[src/goc_pkg.sv]
package goc_pkg;

	// Bus address this node answers to.
	localparam logic [7:0] node_addr = 8'h66;

	// Event id carried in the second header byte and echoed in the reply.
	localparam int eid_width = 8;

	// First byte of the reply frame.
	localparam logic [7:0] ack_code = 8'hA5; // Payload sent on the pad.
	localparam logic [7:0] nak_code = 8'h5A; // Payload overflowed, nothing sent.

	// Payload buffer geometry.
	// The count needs one bit more than the pointers to tell full from empty.
	localparam int unsigned fifo_depth = 16;
	localparam int fifo_addr_width = 4;

	// Width of the quarter-bit interval setting.
	localparam int speed_width = 22;

	// Controller states.
	typedef enum logic [1:0] {
		ctrl_idle     = 2'd0, // Waiting for an accepted frame.
		ctrl_transmit = 2'd1, // Payload going out on the pad.
		ctrl_reply    = 2'd2  // One cycle, starts the reply frame.
	} ctrl_state_t;

endpackage

[src/ack_generator.sv]
`timescale 1ns/1ns

module ack_generator (
	input  logic                          clk,
	input  logic                          reset,
	input  logic                          send_ack,
	input  logic                          send_nak,
	input  logic [goc_pkg::eid_width-1:0] hd_eid,
	output logic [7:0]                    ack_data,
	output logic                          ack_data_valid,
	output logic                          ack_frame_valid
);
	import goc_pkg::*;

	logic [eid_width-1:0] eid_q;
	logic                 second; // EID byte goes out next.

	always_ff @(posedge clk) begin
		if (reset) begin
			ack_frame_valid <= 1'b0;
			ack_data_valid  <= 1'b0;
			second          <= 1'b0;
		end else begin
			if (send_ack || send_nak) begin
				ack_frame_valid <= 1'b1;
				ack_data_valid  <= 1'b1;
				second          <= 1'b1;
			end else if (second) begin
				second <= 1'b0; // Valids stay up for the EID byte.
			end else begin
				ack_frame_valid <= 1'b0;
				ack_data_valid  <= 1'b0;
			end
		end
	end

	// Code byte first, then the EID.
	always_ff @(posedge clk) begin
		if (send_ack || send_nak) begin
			ack_data <= send_nak ? nak_code : ack_code;
			eid_q    <= hd_eid;
		end else if (second) begin
			ack_data <= eid_q;
		end
	end

endmodule

[src/bit_timer.sv]
`timescale 1ns/1ns

module bit_timer (
	input  logic                            clk,
	input  logic                            reset,
	input  logic                            timer_run,
	input  logic [goc_pkg::speed_width-1:0] goc_speed,
	output logic                            quarter_tick,
	output logic [1:0]                      quarter
);
	import goc_pkg::*;

	logic [speed_width-1:0] cnt;     // Zero means a fresh interval.
	logic [speed_width-1:0] cnt_eff;
	logic [speed_width-1:0] reload;

	// A speed of zero behaves like one.
	assign reload  = (goc_speed == '0) ? speed_width'(1) : goc_speed;
	assign cnt_eff = (cnt == '0) ? reload : cnt;

	// Last cycle of the current quarter.
	assign quarter_tick = timer_run && (cnt_eff == speed_width'(1));

	always_ff @(posedge clk) begin
		if (reset || !timer_run) begin
			cnt     <= '0;
			quarter <= 2'd0;
		end else begin
			if (quarter_tick) begin
				cnt     <= '0; // Reloads from goc_speed next cycle.
				quarter <= quarter + 2'd1;
			end else begin
				cnt <= cnt_eff - speed_width'(1);
			end
		end
	end

endmodule

[src/frame_buffer.sv]
`timescale 1ns/1ns

module frame_buffer (
	input  logic       clk,
	input  logic       reset,
	input  logic       pl_start,
	input  logic [7:0] pl_data,
	input  logic       pl_write,
	input  logic       fifo_read,
	output logic [7:0] fifo_data,
	output logic       fifo_empty,
	output logic       overflow
);
	import goc_pkg::*;

	logic [7:0]                 mem [fifo_depth];
	logic [fifo_addr_width-1:0] wr_ptr;
	logic [fifo_addr_width-1:0] rd_ptr;
	logic [fifo_addr_width:0]   count;
	logic                       full;
	logic                       do_write;
	logic                       do_read;

	assign full       = (count == (fifo_addr_width + 1)'(fifo_depth));
	assign fifo_empty = (count == '0);
	assign do_write   = pl_write && !full;
	assign do_read    = fifo_read && !fifo_empty;
	assign fifo_data  = mem[rd_ptr]; // Head byte is always visible.

	always_ff @(posedge clk) begin
		if (reset || pl_start) begin
			wr_ptr   <= '0;
			rd_ptr   <= '0;
			count    <= '0;
			overflow <= 1'b0;
		end else begin
			if (do_write)
				wr_ptr <= wr_ptr + 1'b1; // Pointers wrap at the buffer depth.
			if (do_read)
				rd_ptr <= rd_ptr + 1'b1;
			case ({do_write, do_read})
				2'b10:   count <= count + 1'b1;
				2'b01:   count <= count - 1'b1;
				default: count <= count;
			endcase
			// A byte that finds the buffer full is lost, so flag the frame.
			if (pl_write && full)
				overflow <= 1'b1;
		end
	end

	always_ff @(posedge clk) begin
		if (do_write)
			mem[wr_ptr] <= pl_data;
	end

endmodule

[src/goc_ctrl.sv]
`timescale 1ns/1ns

module goc_ctrl (
	input  logic clk,
	input  logic reset,
	input  logic hd_done,
	input  logic overflow,
	input  logic fifo_empty,
	input  logic tx_busy,
	output logic busy,
	output logic tx_enable,
	output logic send_ack,
	output logic send_nak
);
	import goc_pkg::*;

	ctrl_state_t state;
	ctrl_state_t next_state;

	always_comb begin
		next_state = state;
		case (state)
			ctrl_idle: begin
				// An overflowed payload is never sent.
				if (hd_done)
					next_state = overflow ? ctrl_reply : ctrl_transmit;
			end
			ctrl_transmit: begin
				if (fifo_empty && !tx_busy)
					next_state = ctrl_reply; // Last bit has left the pad.
			end
			ctrl_reply: next_state = ctrl_idle;
			default:    next_state = ctrl_idle;
		endcase
	end

	always_ff @(posedge clk) begin
		if (reset)
			state <= ctrl_idle;
		else
			state <= next_state;
	end

	// New frames are refused until the reply has been started.
	assign busy      = (state != ctrl_idle);
	assign tx_enable = (state == ctrl_transmit);

	// Overflow only clears on the next accepted frame, so it still holds here.
	assign send_ack = (state == ctrl_reply) && !overflow;
	assign send_nak = (state == ctrl_reply) && overflow;

endmodule

[src/goc_top.sv]
`timescale 1ns/1ns

module goc_top (
	input  logic                            clk,
	input  logic                            reset,
	input  logic [goc_pkg::speed_width-1:0] goc_speed,
	input  logic                            goc_polarity,
	input  logic [7:0]                      ma_data,
	input  logic                            ma_data_valid,
	input  logic                            ma_frame_valid,
	output logic                            goc_pad,
	output logic [7:0]                      ack_data,
	output logic                            ack_data_valid,
	output logic                            ack_frame_valid
);
	import goc_pkg::*;

	logic [eid_width-1:0] hd_eid;
	logic [7:0]           pl_data;
	logic                 pl_write;
	logic                 pl_start;
	logic                 hd_done;
	logic [7:0]           fifo_data;
	logic                 fifo_empty;
	logic                 fifo_read;
	logic                 overflow;
	logic                 busy;
	logic                 tx_enable;
	logic                 tx_busy;
	logic                 send_ack;
	logic                 send_nak;
	logic                 timer_run;
	logic                 quarter_tick;
	logic [1:0]           quarter;
	logic                 pwm_out;

	header_decoder u_header_decoder (
		.clk(clk), .reset(reset),
		.ma_data(ma_data), .ma_data_valid(ma_data_valid), .ma_frame_valid(ma_frame_valid),
		.busy(busy), .hd_eid(hd_eid),
		.pl_data(pl_data), .pl_write(pl_write), .pl_start(pl_start), .hd_done(hd_done)
	);

	frame_buffer u_frame_buffer (
		.clk(clk), .reset(reset),
		.pl_start(pl_start), .pl_data(pl_data), .pl_write(pl_write), .fifo_read(fifo_read),
		.fifo_data(fifo_data), .fifo_empty(fifo_empty), .overflow(overflow)
	);

	bit_timer u_bit_timer (
		.clk(clk), .reset(reset), .timer_run(timer_run), .goc_speed(goc_speed),
		.quarter_tick(quarter_tick), .quarter(quarter)
	);

	pwm_serializer u_pwm_serializer (
		.clk(clk), .reset(reset), .tx_enable(tx_enable),
		.fifo_data(fifo_data), .fifo_empty(fifo_empty),
		.quarter_tick(quarter_tick), .quarter(quarter),
		.fifo_read(fifo_read), .timer_run(timer_run), .tx_busy(tx_busy), .pwm_out(pwm_out)
	);

	ack_generator u_ack_generator (
		.clk(clk), .reset(reset), .send_ack(send_ack), .send_nak(send_nak), .hd_eid(hd_eid),
		.ack_data(ack_data), .ack_data_valid(ack_data_valid), .ack_frame_valid(ack_frame_valid)
	);

	goc_ctrl u_goc_ctrl (
		.clk(clk), .reset(reset), .hd_done(hd_done), .overflow(overflow),
		.fifo_empty(fifo_empty), .tx_busy(tx_busy),
		.busy(busy), .tx_enable(tx_enable), .send_ack(send_ack), .send_nak(send_nak)
	);

	assign goc_pad = pwm_out ^ goc_polarity; // Pad idles at the polarity level.

endmodule

[src/header_decoder.sv]
`timescale 1ns/1ns

module header_decoder (
	input  logic                          clk,
	input  logic                          reset,
	input  logic [7:0]                    ma_data,
	input  logic                          ma_data_valid,
	input  logic                          ma_frame_valid,
	input  logic                          busy,
	output logic [goc_pkg::eid_width-1:0] hd_eid,
	output logic [7:0]                    pl_data,
	output logic                          pl_write,
	output logic                          pl_start,
	output logic                          hd_done
);
	import goc_pkg::*;

	logic [1:0] byte_cnt; // Saturates at 2, every byte from there on is payload.
	logic       accepted; // Current frame is ours.
	logic       frame_q;  // Last cycle's frame_valid, for the falling edge.

	always_ff @(posedge clk) begin
		if (reset) begin
			byte_cnt <= '0;
			accepted <= 1'b0;
			frame_q  <= 1'b0;
			pl_start <= 1'b0;
			pl_write <= 1'b0;
			hd_done  <= 1'b0;
		end else begin
			frame_q  <= ma_frame_valid;
			pl_start <= 1'b0;
			pl_write <= 1'b0;
			hd_done  <= 1'b0;
			if (!ma_frame_valid) begin
				// End of frame, or the gap between frames.
				byte_cnt <= '0;
				accepted <= 1'b0;
				if (frame_q && accepted)
					hd_done <= 1'b1;
			end else if (ma_data_valid) begin
				if (byte_cnt != 2'd2)
					byte_cnt <= byte_cnt + 2'd1;
				if (byte_cnt == 2'd0 && ma_data == node_addr && !busy) begin
					accepted <= 1'b1;
					pl_start <= 1'b1; // Clears the buffer for the new payload.
				end
				if (byte_cnt == 2'd2 && accepted)
					pl_write <= 1'b1;
			end
		end
	end

	// Header and payload bytes.
	always_ff @(posedge clk) begin
		if (ma_frame_valid && ma_data_valid && accepted) begin
			if (byte_cnt == 2'd1)
				hd_eid <= ma_data;
			pl_data <= ma_data;
		end
	end

endmodule

[src/pwm_serializer.sv]
`timescale 1ns/1ns

module pwm_serializer (
	input  logic       clk,
	input  logic       reset,
	input  logic       tx_enable,
	input  logic [7:0] fifo_data,
	input  logic       fifo_empty,
	input  logic       quarter_tick,
	input  logic [1:0] quarter,
	output logic       fifo_read,
	output logic       timer_run,
	output logic       tx_busy,
	output logic       pwm_out
);

	logic [7:0] shift;   // MSB is the bit on the pad.
	logic [2:0] bit_cnt; // Bits left after the current one.
	logic       loaded;
	logic       bit_end;
	logic       byte_end;
	logic       load;

	assign bit_end  = quarter_tick && (quarter == 2'd3);
	assign byte_end = bit_end && (bit_cnt == 3'd0);

	// Fetch at start, or at the end of the last bit so bytes run back to back.
	assign load = tx_enable && !fifo_empty && (!loaded || byte_end);

	assign fifo_read = load;
	assign timer_run = loaded;
	assign tx_busy   = loaded;

	// Quarter 0 is always high, quarters 1 and 2 follow the bit, quarter 3 is low.
	assign pwm_out = loaded && ((quarter == 2'd0) || (shift[7] && quarter != 2'd3));

	always_ff @(posedge clk) begin
		if (reset) begin
			loaded  <= 1'b0;
			bit_cnt <= 3'd0;
		end else begin
			if (load) begin
				loaded  <= 1'b1;
				bit_cnt <= 3'd7;
			end else if (byte_end) begin
				loaded <= 1'b0; // Nothing left to send.
			end else if (bit_end) begin
				bit_cnt <= bit_cnt - 3'd1;
			end
		end
	end

	always_ff @(posedge clk) begin
		if (load)
			shift <= fifo_data;
		else if (bit_end)
			shift <= {shift[6:0], 1'b0}; // Next bit, MSB first.
	end

endmodule

[config.mk]
export PLATFORM = sky130hd
export DESIGN_NAME = goc_top
export DESIGN_NICKNAME = d
export VERILOG_FILES = /design/src/goc_pkg.sv /design/src/ack_generator.sv /design/src/bit_timer.sv /design/src/frame_buffer.sv /design/src/goc_ctrl.sv /design/src/goc_top.sv /design/src/header_decoder.sv /design/src/pwm_serializer.sv
export SDC_FILE = /design/constraint.sdc
export NUM_CORES = 1
export LEC_CHECK = 0
export ABC_AREA = 1
export BUFFER_PORTS_ARGS = -buffer_cell sky130_fd_sc_hd__buf_2
export CAP_MARGIN = 15
export CORE_MARGIN = 2
export CORE_UTILIZATION = 45
export CTS_BUF_LIST = sky130_fd_sc_hd__clkbuf_8
export CTS_CLUSTER_SIZE = 28
export DETAILED_ROUTE_END_ITERATION = 6
export MAX_ROUTING_LAYER = met4
export PLACE_DENSITY = 0.61
export SLEW_MARGIN = 20
export SYNTH_ARGS = -nofsm -noshare
export SYNTH_HDL_FRONTEND = slang
export SYNTH_SLANG_ARGS = --single-unit
[constraint.sdc]
create_clock -name clk -period 3.81 [get_ports clk]
set_clock_uncertainty 0.2 [all_clocks]
set_input_delay 1.143 -clock clk [delete_from_list [all_inputs] [get_ports clk]]
set_output_delay 1.143 -clock clk [all_outputs]
set_load 0.01 [all_outputs]
==> Word-level counts from Yosys, hierarchy flattened <==
Memory sizes are Yosys's and may differ from the RTL's. A register that Yosys moved wholly into a read port is not among the register bits.
Index checks and enable logic that the tools add are counted.
{ "word_totals": {"reg_bits": 93, "mem_count": 1, "output_inout_bits": 11, "word_cells": 127, "ram_bits": 128} }
{ "mem_list": {"columns": ["name", "words", "word_bits", "rd", "rd_ports_with_merged_regs", "wr", "line", "text"], "rows": [
  ["u_frame_buffer.mem", 16, 8, 1, 1, 1, "frame_buffer.sv:16", "logic [7:0] mem [fifo_depth];"]
]} }
{ "classes": {"bitwise_logic": 3, "reduce_logical": 50, "n_mux": 27, "n_addsub": 8, "eq_ne": 16} }
{ "op_table": {"columns": ["cell", "n"], "rows": [
  ["logical NOT 22 bit", 2],
  ["two-way mux 22 bit", 2],
  ["two-way mux 8 bit", 5],
  ["== test 22 x 1 -> 1 bit (second input constant)", 1],
  ["subtractor 22 x 1 -> 22 bit (second input constant)", 1],
  ["logical AND 1 bit", 19],
  ["two-way mux 1 bit", 10],
  ["!= test 2 bit (second input constant)", 5],
  ["case mux 5 bit (2 select lines)", 1],
  ["AND reduction 2 bit", 5],
  ["nonzero test 2 bit", 5],
  ["two-way mux 3 bit", 3],
  ["adder 4 x 1 -> 4 bit (second input constant)", 2],
  ["== test 2 bit (second input constant)", 4],
  ["== test 8 x 7 -> 1 bit (second input constant)", 1],
  ["two-way mux 4 bit", 2],
  ["== test 2 x 1 -> 1 bit (second input constant)", 3],
  ["logical NOT 2 bit", 3],
  ["two-way mux 2 bit", 3],
  ["OR reduction 2 bit", 3],
  ["adder 5 x 1 -> 5 bit (second input constant)", 1],
  ["== test 5 bit (second input constant)", 1],
  ["logical NOT 1 bit", 5],
  ["logical NOT 5 bit", 1],
  ["other kinds (10)", 16]
]} }

==> Depth between registers and ports, before layout <==
{ "depth": {"word_depth": 12, "mapped_depth": 30, "mapped_depth_nobuf": 30} }

==> Modules after synthesis <==
Synthesis repeated with hierarchy kept, for this count alone.
{ "hier_totals": {"hier_cells": 1004, "hier_area_um2": 10421.2} }
{ "modules_own_cells": {"columns": ["module", "cells_each", "area_each_um2", "seq_area_each_um2", "instances"], "rows": [
  ["frame_buffer", 478, 6093.3, 4204.0, 1],
  ["bit_timer", 318, 2068.2, 480.5, 1],
  ["header_decoder", 63, 818.3, 620.6, 1],
  ["pwm_serializer", 71, 660.6, 320.3, 1],
  ["ack_generator", 46, 631.9, 520.5, 1],
  ["goc_ctrl", 23, 130.1, 40.0, 1],
  ["goc_top", 5, 18.8, 0.0, 1]
]} }

==> Worst setup path after synthesis <==
Ideal clock, no wire load.
{ "synth_timing": {"path_kind": "input-to-reg", "start": "input port goc_speed[6] (netlist bit)", "end": "register u_frame_buffer.count[4]", "t_arrival_ps": 3822, "path_slack_ps": -282, "stages": 29, "setup_time_ps": 70, "cell_sequence": "inv_1 > nand4_1 > nor3_1 > nand3_1 > nand2_1 > o21ai_0 > inv_1 > ha_1 > nand2_1 > inv_1 > nand3_1 > nor2_1 > nand2_1 > nor2_1 > nand4_4 > nand2_4 > nand2_4 > inv_4 > ha_1 > xor2_1 > ha_1 > inv_1 > nand2_1 > nand2_1 > nand2_1 > nand2_1 > nand2_1 > nand2_1 > a21oi_1"} }
{ "synth_between": {"elab_chain_len": 12} }
{ "synth_rtl": {"columns": ["element", "line", "text"], "rows": [
  ["from (decl)", "goc_top.sv:6", "input logic [goc_pkg::speed_width-1:0] goc_speed,"],
  ["logical NOT 22 bit", "bit_timer.sv:18", "assign reload = (goc_speed == '0) ? speed_width'(1) : goc_speed;"],
  ["two-way mux 22 bit (*)", "bit_timer.sv:18", null],
  ["two-way mux 22 bit (*)", "bit_timer.sv:19", "assign cnt_eff = (cnt == '0) ? reload : cnt;"],
  ["== test 22 x 1 -> 1 bit (*)", "bit_timer.sv:22", "assign quarter_tick = timer_run && (cnt_eff == speed_width'(1));"],
  ["logical AND 1 bit (*)", "bit_timer.sv:22", null],
  ["logical AND 1 bit (*)", "pwm_serializer.sv:24", "assign bit_end = quarter_tick && (quarter == 2'd3);"],
  ["logical AND 1 bit (*)", "pwm_serializer.sv:25", "assign byte_end = bit_end && (bit_cnt == 3'd0);"],
  ["logical OR 1 bit (*)", "pwm_serializer.sv:28", "assign load = tx_enable && !fifo_empty && (!loaded || byte_end);"],
  ["logical AND 1 bit (*)", "pwm_serializer.sv:28", null],
  ["logical AND 1 bit (*)", "frame_buffer.sv:27", "assign do_read = fifo_read && !fifo_empty;"],
  ["via u_frame_buffer.do_read", "frame_buffer.sv:22", "logic do_read;"],
  ["== test 2 x 1 -> 1 bit or == test 2 bit (tied branches)", "frame_buffer.sv:41", "case ({do_write, do_read})"],
  ["case mux 5 bit (2 select lines) or nonzero test 2 bit (tied branches)", null, null],
  ["to (signal assigned)", "frame_buffer.sv:42", "2'b10: count <= count + 1'b1;"],
  ["to (signal assigned)", "frame_buffer.sv:43", "2'b01: count <= count - 1'b1;"],
  ["to (signal assigned)", "frame_buffer.sv:44", "default: count <= count;"],
  ["to (decl)", "frame_buffer.sv:19", "logic [fifo_addr_width:0] count;"]
]} }
The timed path passes the listed nets; every way through them passes the cells marked *.
A chain may end at the register's enable or synchronous reset.

==> Worst setup path after layout <==
Ends and elaborated chain as after synthesis.

==> impl_metrics.py <==
metrics = {
    "outcome": {
        "status": "finished clean",
    },
    "synthesis": {
        "syn-cell-area_mm2": 0.00988,
        "synthArstFlopShare_pct": 0,
        "synth.yosys.seq_area_share_pct": 62.6,
        "synth.distinct_cells": 51,
        "synth_top_area_share_pct": 51.1,
        "ys_warn_count": 0,
        "synth_fp_nets": 997,
        "synth_area_per_cell_um2": 10.5,
        "ys.flop_type": "edfxtp_1",
        "synth_common_cells": "168 x edfxtp_1, 135 x inv_1, 132 x nand2_1",
        "yosysTopAreaCell": "edfxtp_1",
        "synth_area_leaders": "edfxtp_1 51%, dfxtp_1 12%, inv_1 5.1%",
        "synthCells": 945,
        "synth.most_common_cell": "edfxtp_1",
        "synth_edf_count": 168,
        "synth_seq_cells": 225,
    },
    "clock_network": {
        "h-tree-depth": 2,
        "clkLatencyLatePin_ps": 530,
        "cts_root_buffer": "clkbuf_8",
        "cts_inserted_buffers": 37,
        "clock_path_buffers": 3,
        "cts.hold.buffers_added": 0,
        "clkSinkCount": 225,
        "cts_tree": "yes",
        "path_clk_slew_ps": 60,
    },
    "placed_design": {
        "routabilityCongestion": 0.855,
        "hpwl_um": 14000,
        "numPortBuffers": 45,
    },
    "grt": {
        "grt_max_degree": 54,
        "grt_usage_pct": 18.6,
        "grt_pass1_vias": 6517,
        "gr-total-overflow": 0,
        "antenna_found_initial": 0,
        "grt_pass1_wl_um": 33300,
    },
    "sta": {
        "finalCriticalPeriod_ps": 3670,
        "rsz0062_at_grt": "true",
        "fin_crit_sh_pct": 96.3,
        "fmax_mhz": 273,
        "tns_ps": 0,
        "hold_viol": 0,
        "relSlewSlack_pct": 43.4,
        "setup_viol": 0,
        "max_slew.worst_pin.slew_ps": 846,
        "final-max-slew-violation-count": 0,
    },
    "route": {
        "detail_route.wl_per_cell_um": 15.5,
        "final_antenna_net_count": 0,
        "routed_wl_um": 21000,
        "drtIter0Drc": 514,
        "viasPerCell": 5.01,
        "drt_pass1_iterations": 5,
        "vias": 6786,
        "drc": 0,
    },
    "worst_setup_path": {
        "cpMostUsedCell": "nand2_1",
        "r2r_end": "u_frame_buffer.count[4]",
        "worst_setup_path_start_kind": "input port",
        "reg2reg_slack_ps": 500,
        "cp-end-kind": "flip-flop",
        "cpPeakStageDelay_ps": 190,
        "slowest_stage": "ha_2",
        "reg2regPathDepth": 29,
        "critical_path.endpoint": "u_frame_buffer.count[4]",
        "crit_start": "goc_speed[6]",
        "worstPathArrival_ps": 3930,
        "worstPathMaxFanout": 3,
        "critPathRequiredTime_ps": 4070,
        "worst-setup-path-type": "input port to flip-flop",
        "r2r_start": "u_bit_timer.cnt[11]",
    },
    "die": {
        "dieArea_mm2": 0.0231,
        "fp-row-count": 54,
        "die_h_um": 152,
        "start_util_pct": 45.5,
        "io-pin-count": 46,
        "core_area_mm2": 0.0217,
        "fp.dieW_um": 152,
    },
    "job": {
        "maxCapViolCount": 0,
    },
    "layout": {
        "fillers": 1884,
        "utilization_pct": 53.0,
        "area_growth_pct": 16.4,
        "antenna_cells": 0,
        "fin_nets": 1097,
        "layout-drive-gt1-share_pct": 18.5,
    },
    "power": {
        "max-vdd-ir-drop_v": 0.000247,
        "p_leak_uw": 0.00444,
        "power_density_mw_per_mm2": 411,
    },
    "hold_path": {
        "hold_depth": 0,
        "min_path_type": "flip-flop to flip-flop",
    },
}
==> through the flow <==
stage / setup WS, ps / hold slack [ps] / cell area [um^2] / std cells / total power, uW
after floorplan: -122 / 200 / 9930 / 945 / 2710
after global placement: -410 / 204 / 10700 / 1283 / 2770
after detailed placement: -467 / 205 / 10700 / 1283 / 2770
after CTS: 45.6 / 219 / 11400 / 1351 / 4760
after global routing: -178 / 227 / 11500 / 1354 / 4890
final: 142 / 218 / 11500 / 1354 / 4720
==> sequential cells by signal, indices dropped and copies added (netlist names), named ones only <==
register / count
u_ack_generator.eid_q: 8
u_header_decoder.accepted: 1
u_pwm_serializer.shift: 8
u_pwm_serializer.bit_cnt: 3
u_goc_ctrl.state: 2
u_frame_buffer.mem: 128
u_header_decoder.pl_data: 8
u_header_decoder.pl_start: 1
u_frame_buffer.overflow: 1
u_bit_timer.quarter: 2
u_header_decoder.pl_write: 1
u_frame_buffer.count: 5
u_header_decoder.byte_cnt: 2
u_ack_generator.ack_data_valid: 1
u_frame_buffer.wr_ptr: 4
u_pwm_serializer.timer_run: 1
u_ack_generator.second: 1
u_header_decoder.frame_q: 1
u_bit_timer.cnt: 22
u_ack_generator.ack_data: 8
u_frame_buffer.rd_ptr: 4
u_header_decoder.hd_done: 1
u_header_decoder.hd_eid: 8
==> where the power goes <==
part           leakage, uW  internal (uW)  switching (uW)
clock             0.000401           1060             944
combinational      0.00207           53.8            66.1
sequential         0.00197           2600           0.685
==> how the worst min path moves through the flow <==
stage,start,slack [ps],end
floorplan,u_header_decoder.hd_eid[0],200,u_ack_generator.eid_q[0]
global placement,u_header_decoder.hd_eid[5],200,u_ack_generator.eid_q[5]
detailed placement,u_header_decoder.hd_eid[7],200,u_ack_generator.eid_q[7]
CTS,u_header_decoder.hd_eid[7],220,u_ack_generator.eid_q[7]
global route,u_header_decoder.hd_eid[2],230,u_ack_generator.eid_q[2]
finish,u_header_decoder.hd_eid[7],220,u_ack_generator.eid_q[7]
==> kinds of logic (layout without fill, tap and decap cells) <==
| kind of cell | Yosys count | count (layout) | share of synthesized area [%] |
|---|---|---|---|
| muxes | 31 | 31 | 3.14 |
| and+or+nand+nor | 297 | 297 | 13.5 |
| DFF | 225 | 225 | 62.6 |
| xor gates and xnor gates | 11 | 11 | 0.976 |
| adders and majority gates | 17 | 17 | 2.15 |
| buffers and inverters | 172 | 301 | 6.78 |
| AOI/OAI and AO/OA | 192 | 192 | 10.8 |
==> area by class of cell <==
class	instances	area (um^2)	area share (%)
inverters	142	558	4.85
clock buffers	37	509	4.43
repair buffers	91	617	5.36
clock inverters	31	193	1.68
flip-flops and latches	225	6190	53.8
multi-input cells	548	3080	26.8
well taps	280	350	3.05
==> critical path, delay by kind of cell <==
kind                       cells  cell delay, ps
and+or+nand+nor               18            1560
AOI/OAI and AO/OA              2             160
xor gates and xnor gates       1             170
buffers and inverters          6             390
adders and majority gates      3             500
==> cell usage in the layout (no fill, tap or decap), types with 3 or more instances in the layout <==
| master | Yosys | layout |
|---|---|---|
| clkinv_1 | 1 | 9 |
| nor2_1 | 90 | 89 |
| buf_6 | 1 | 5 |
| nand3_1 | 13 | 13 |
| nor2_4 | 2 | 3 |
| xor2_1 | 9 | 8 |
| a21oi_1 | 64 | 63 |
| edfxtp_1 | 168 | 168 |
| o21bai_1 | 3 | 3 |
| nand2_2 | 9 | 12 |
| a31oi_1 | 3 | 3 |
| inv_2 | 5 | 11 |
| nand2_1 | 132 | 129 |
| nand4_1 | 21 | 21 |
| o211ai_1 | 11 | 11 |
| dfxtp_1 | 57 | 56 |
| o22ai_1 | 5 | 5 |
| mux2i_1 | 31 | 31 |
| clkinv_2 | 0 | 8 |
| o21ai_2 | 2 | 3 |
| inv_1 | 135 | 136 |
| ha_1 | 17 | 14 |
| buf_2 | 2 | 39 |
| nor4_1 | 4 | 4 |
| inv_6 | 0 | 3 |
| o21ai_0 | 89 | 88 |
| a211oi_1 | 3 | 3 |
| o21ai_1 | 3 | 3 |
| nor3_1 | 7 | 6 |
| buf_4 | 3 | 46 |
| nor2_2 | 6 | 6 |
| clkbuf_8 | 0 | 37 |
==> routing by layer <==
layer / share of wire [%] / track usage (%) / routed length [um] / vias to the layer above
met4: 2.2 / 5.74 / 462 / 0
met2: 47 / 29.2 / 9820 / 164
met1: 46 / 25.0 / 9610 / 3167
li1: - / - / - / 3418
met3: 5.1 / 3.10 / 1060 / 37
met5: 0 / - / 0 / -
==> timing repair <==
action / in CTS / in global routing
endpoints found under the hold margin: 0 / 0
gates resized for setup: 0 / 21
setup buffers: 0 / 3
endpoints found under the setup margin: 0 / 4
(Power assumes the default switching activity.)
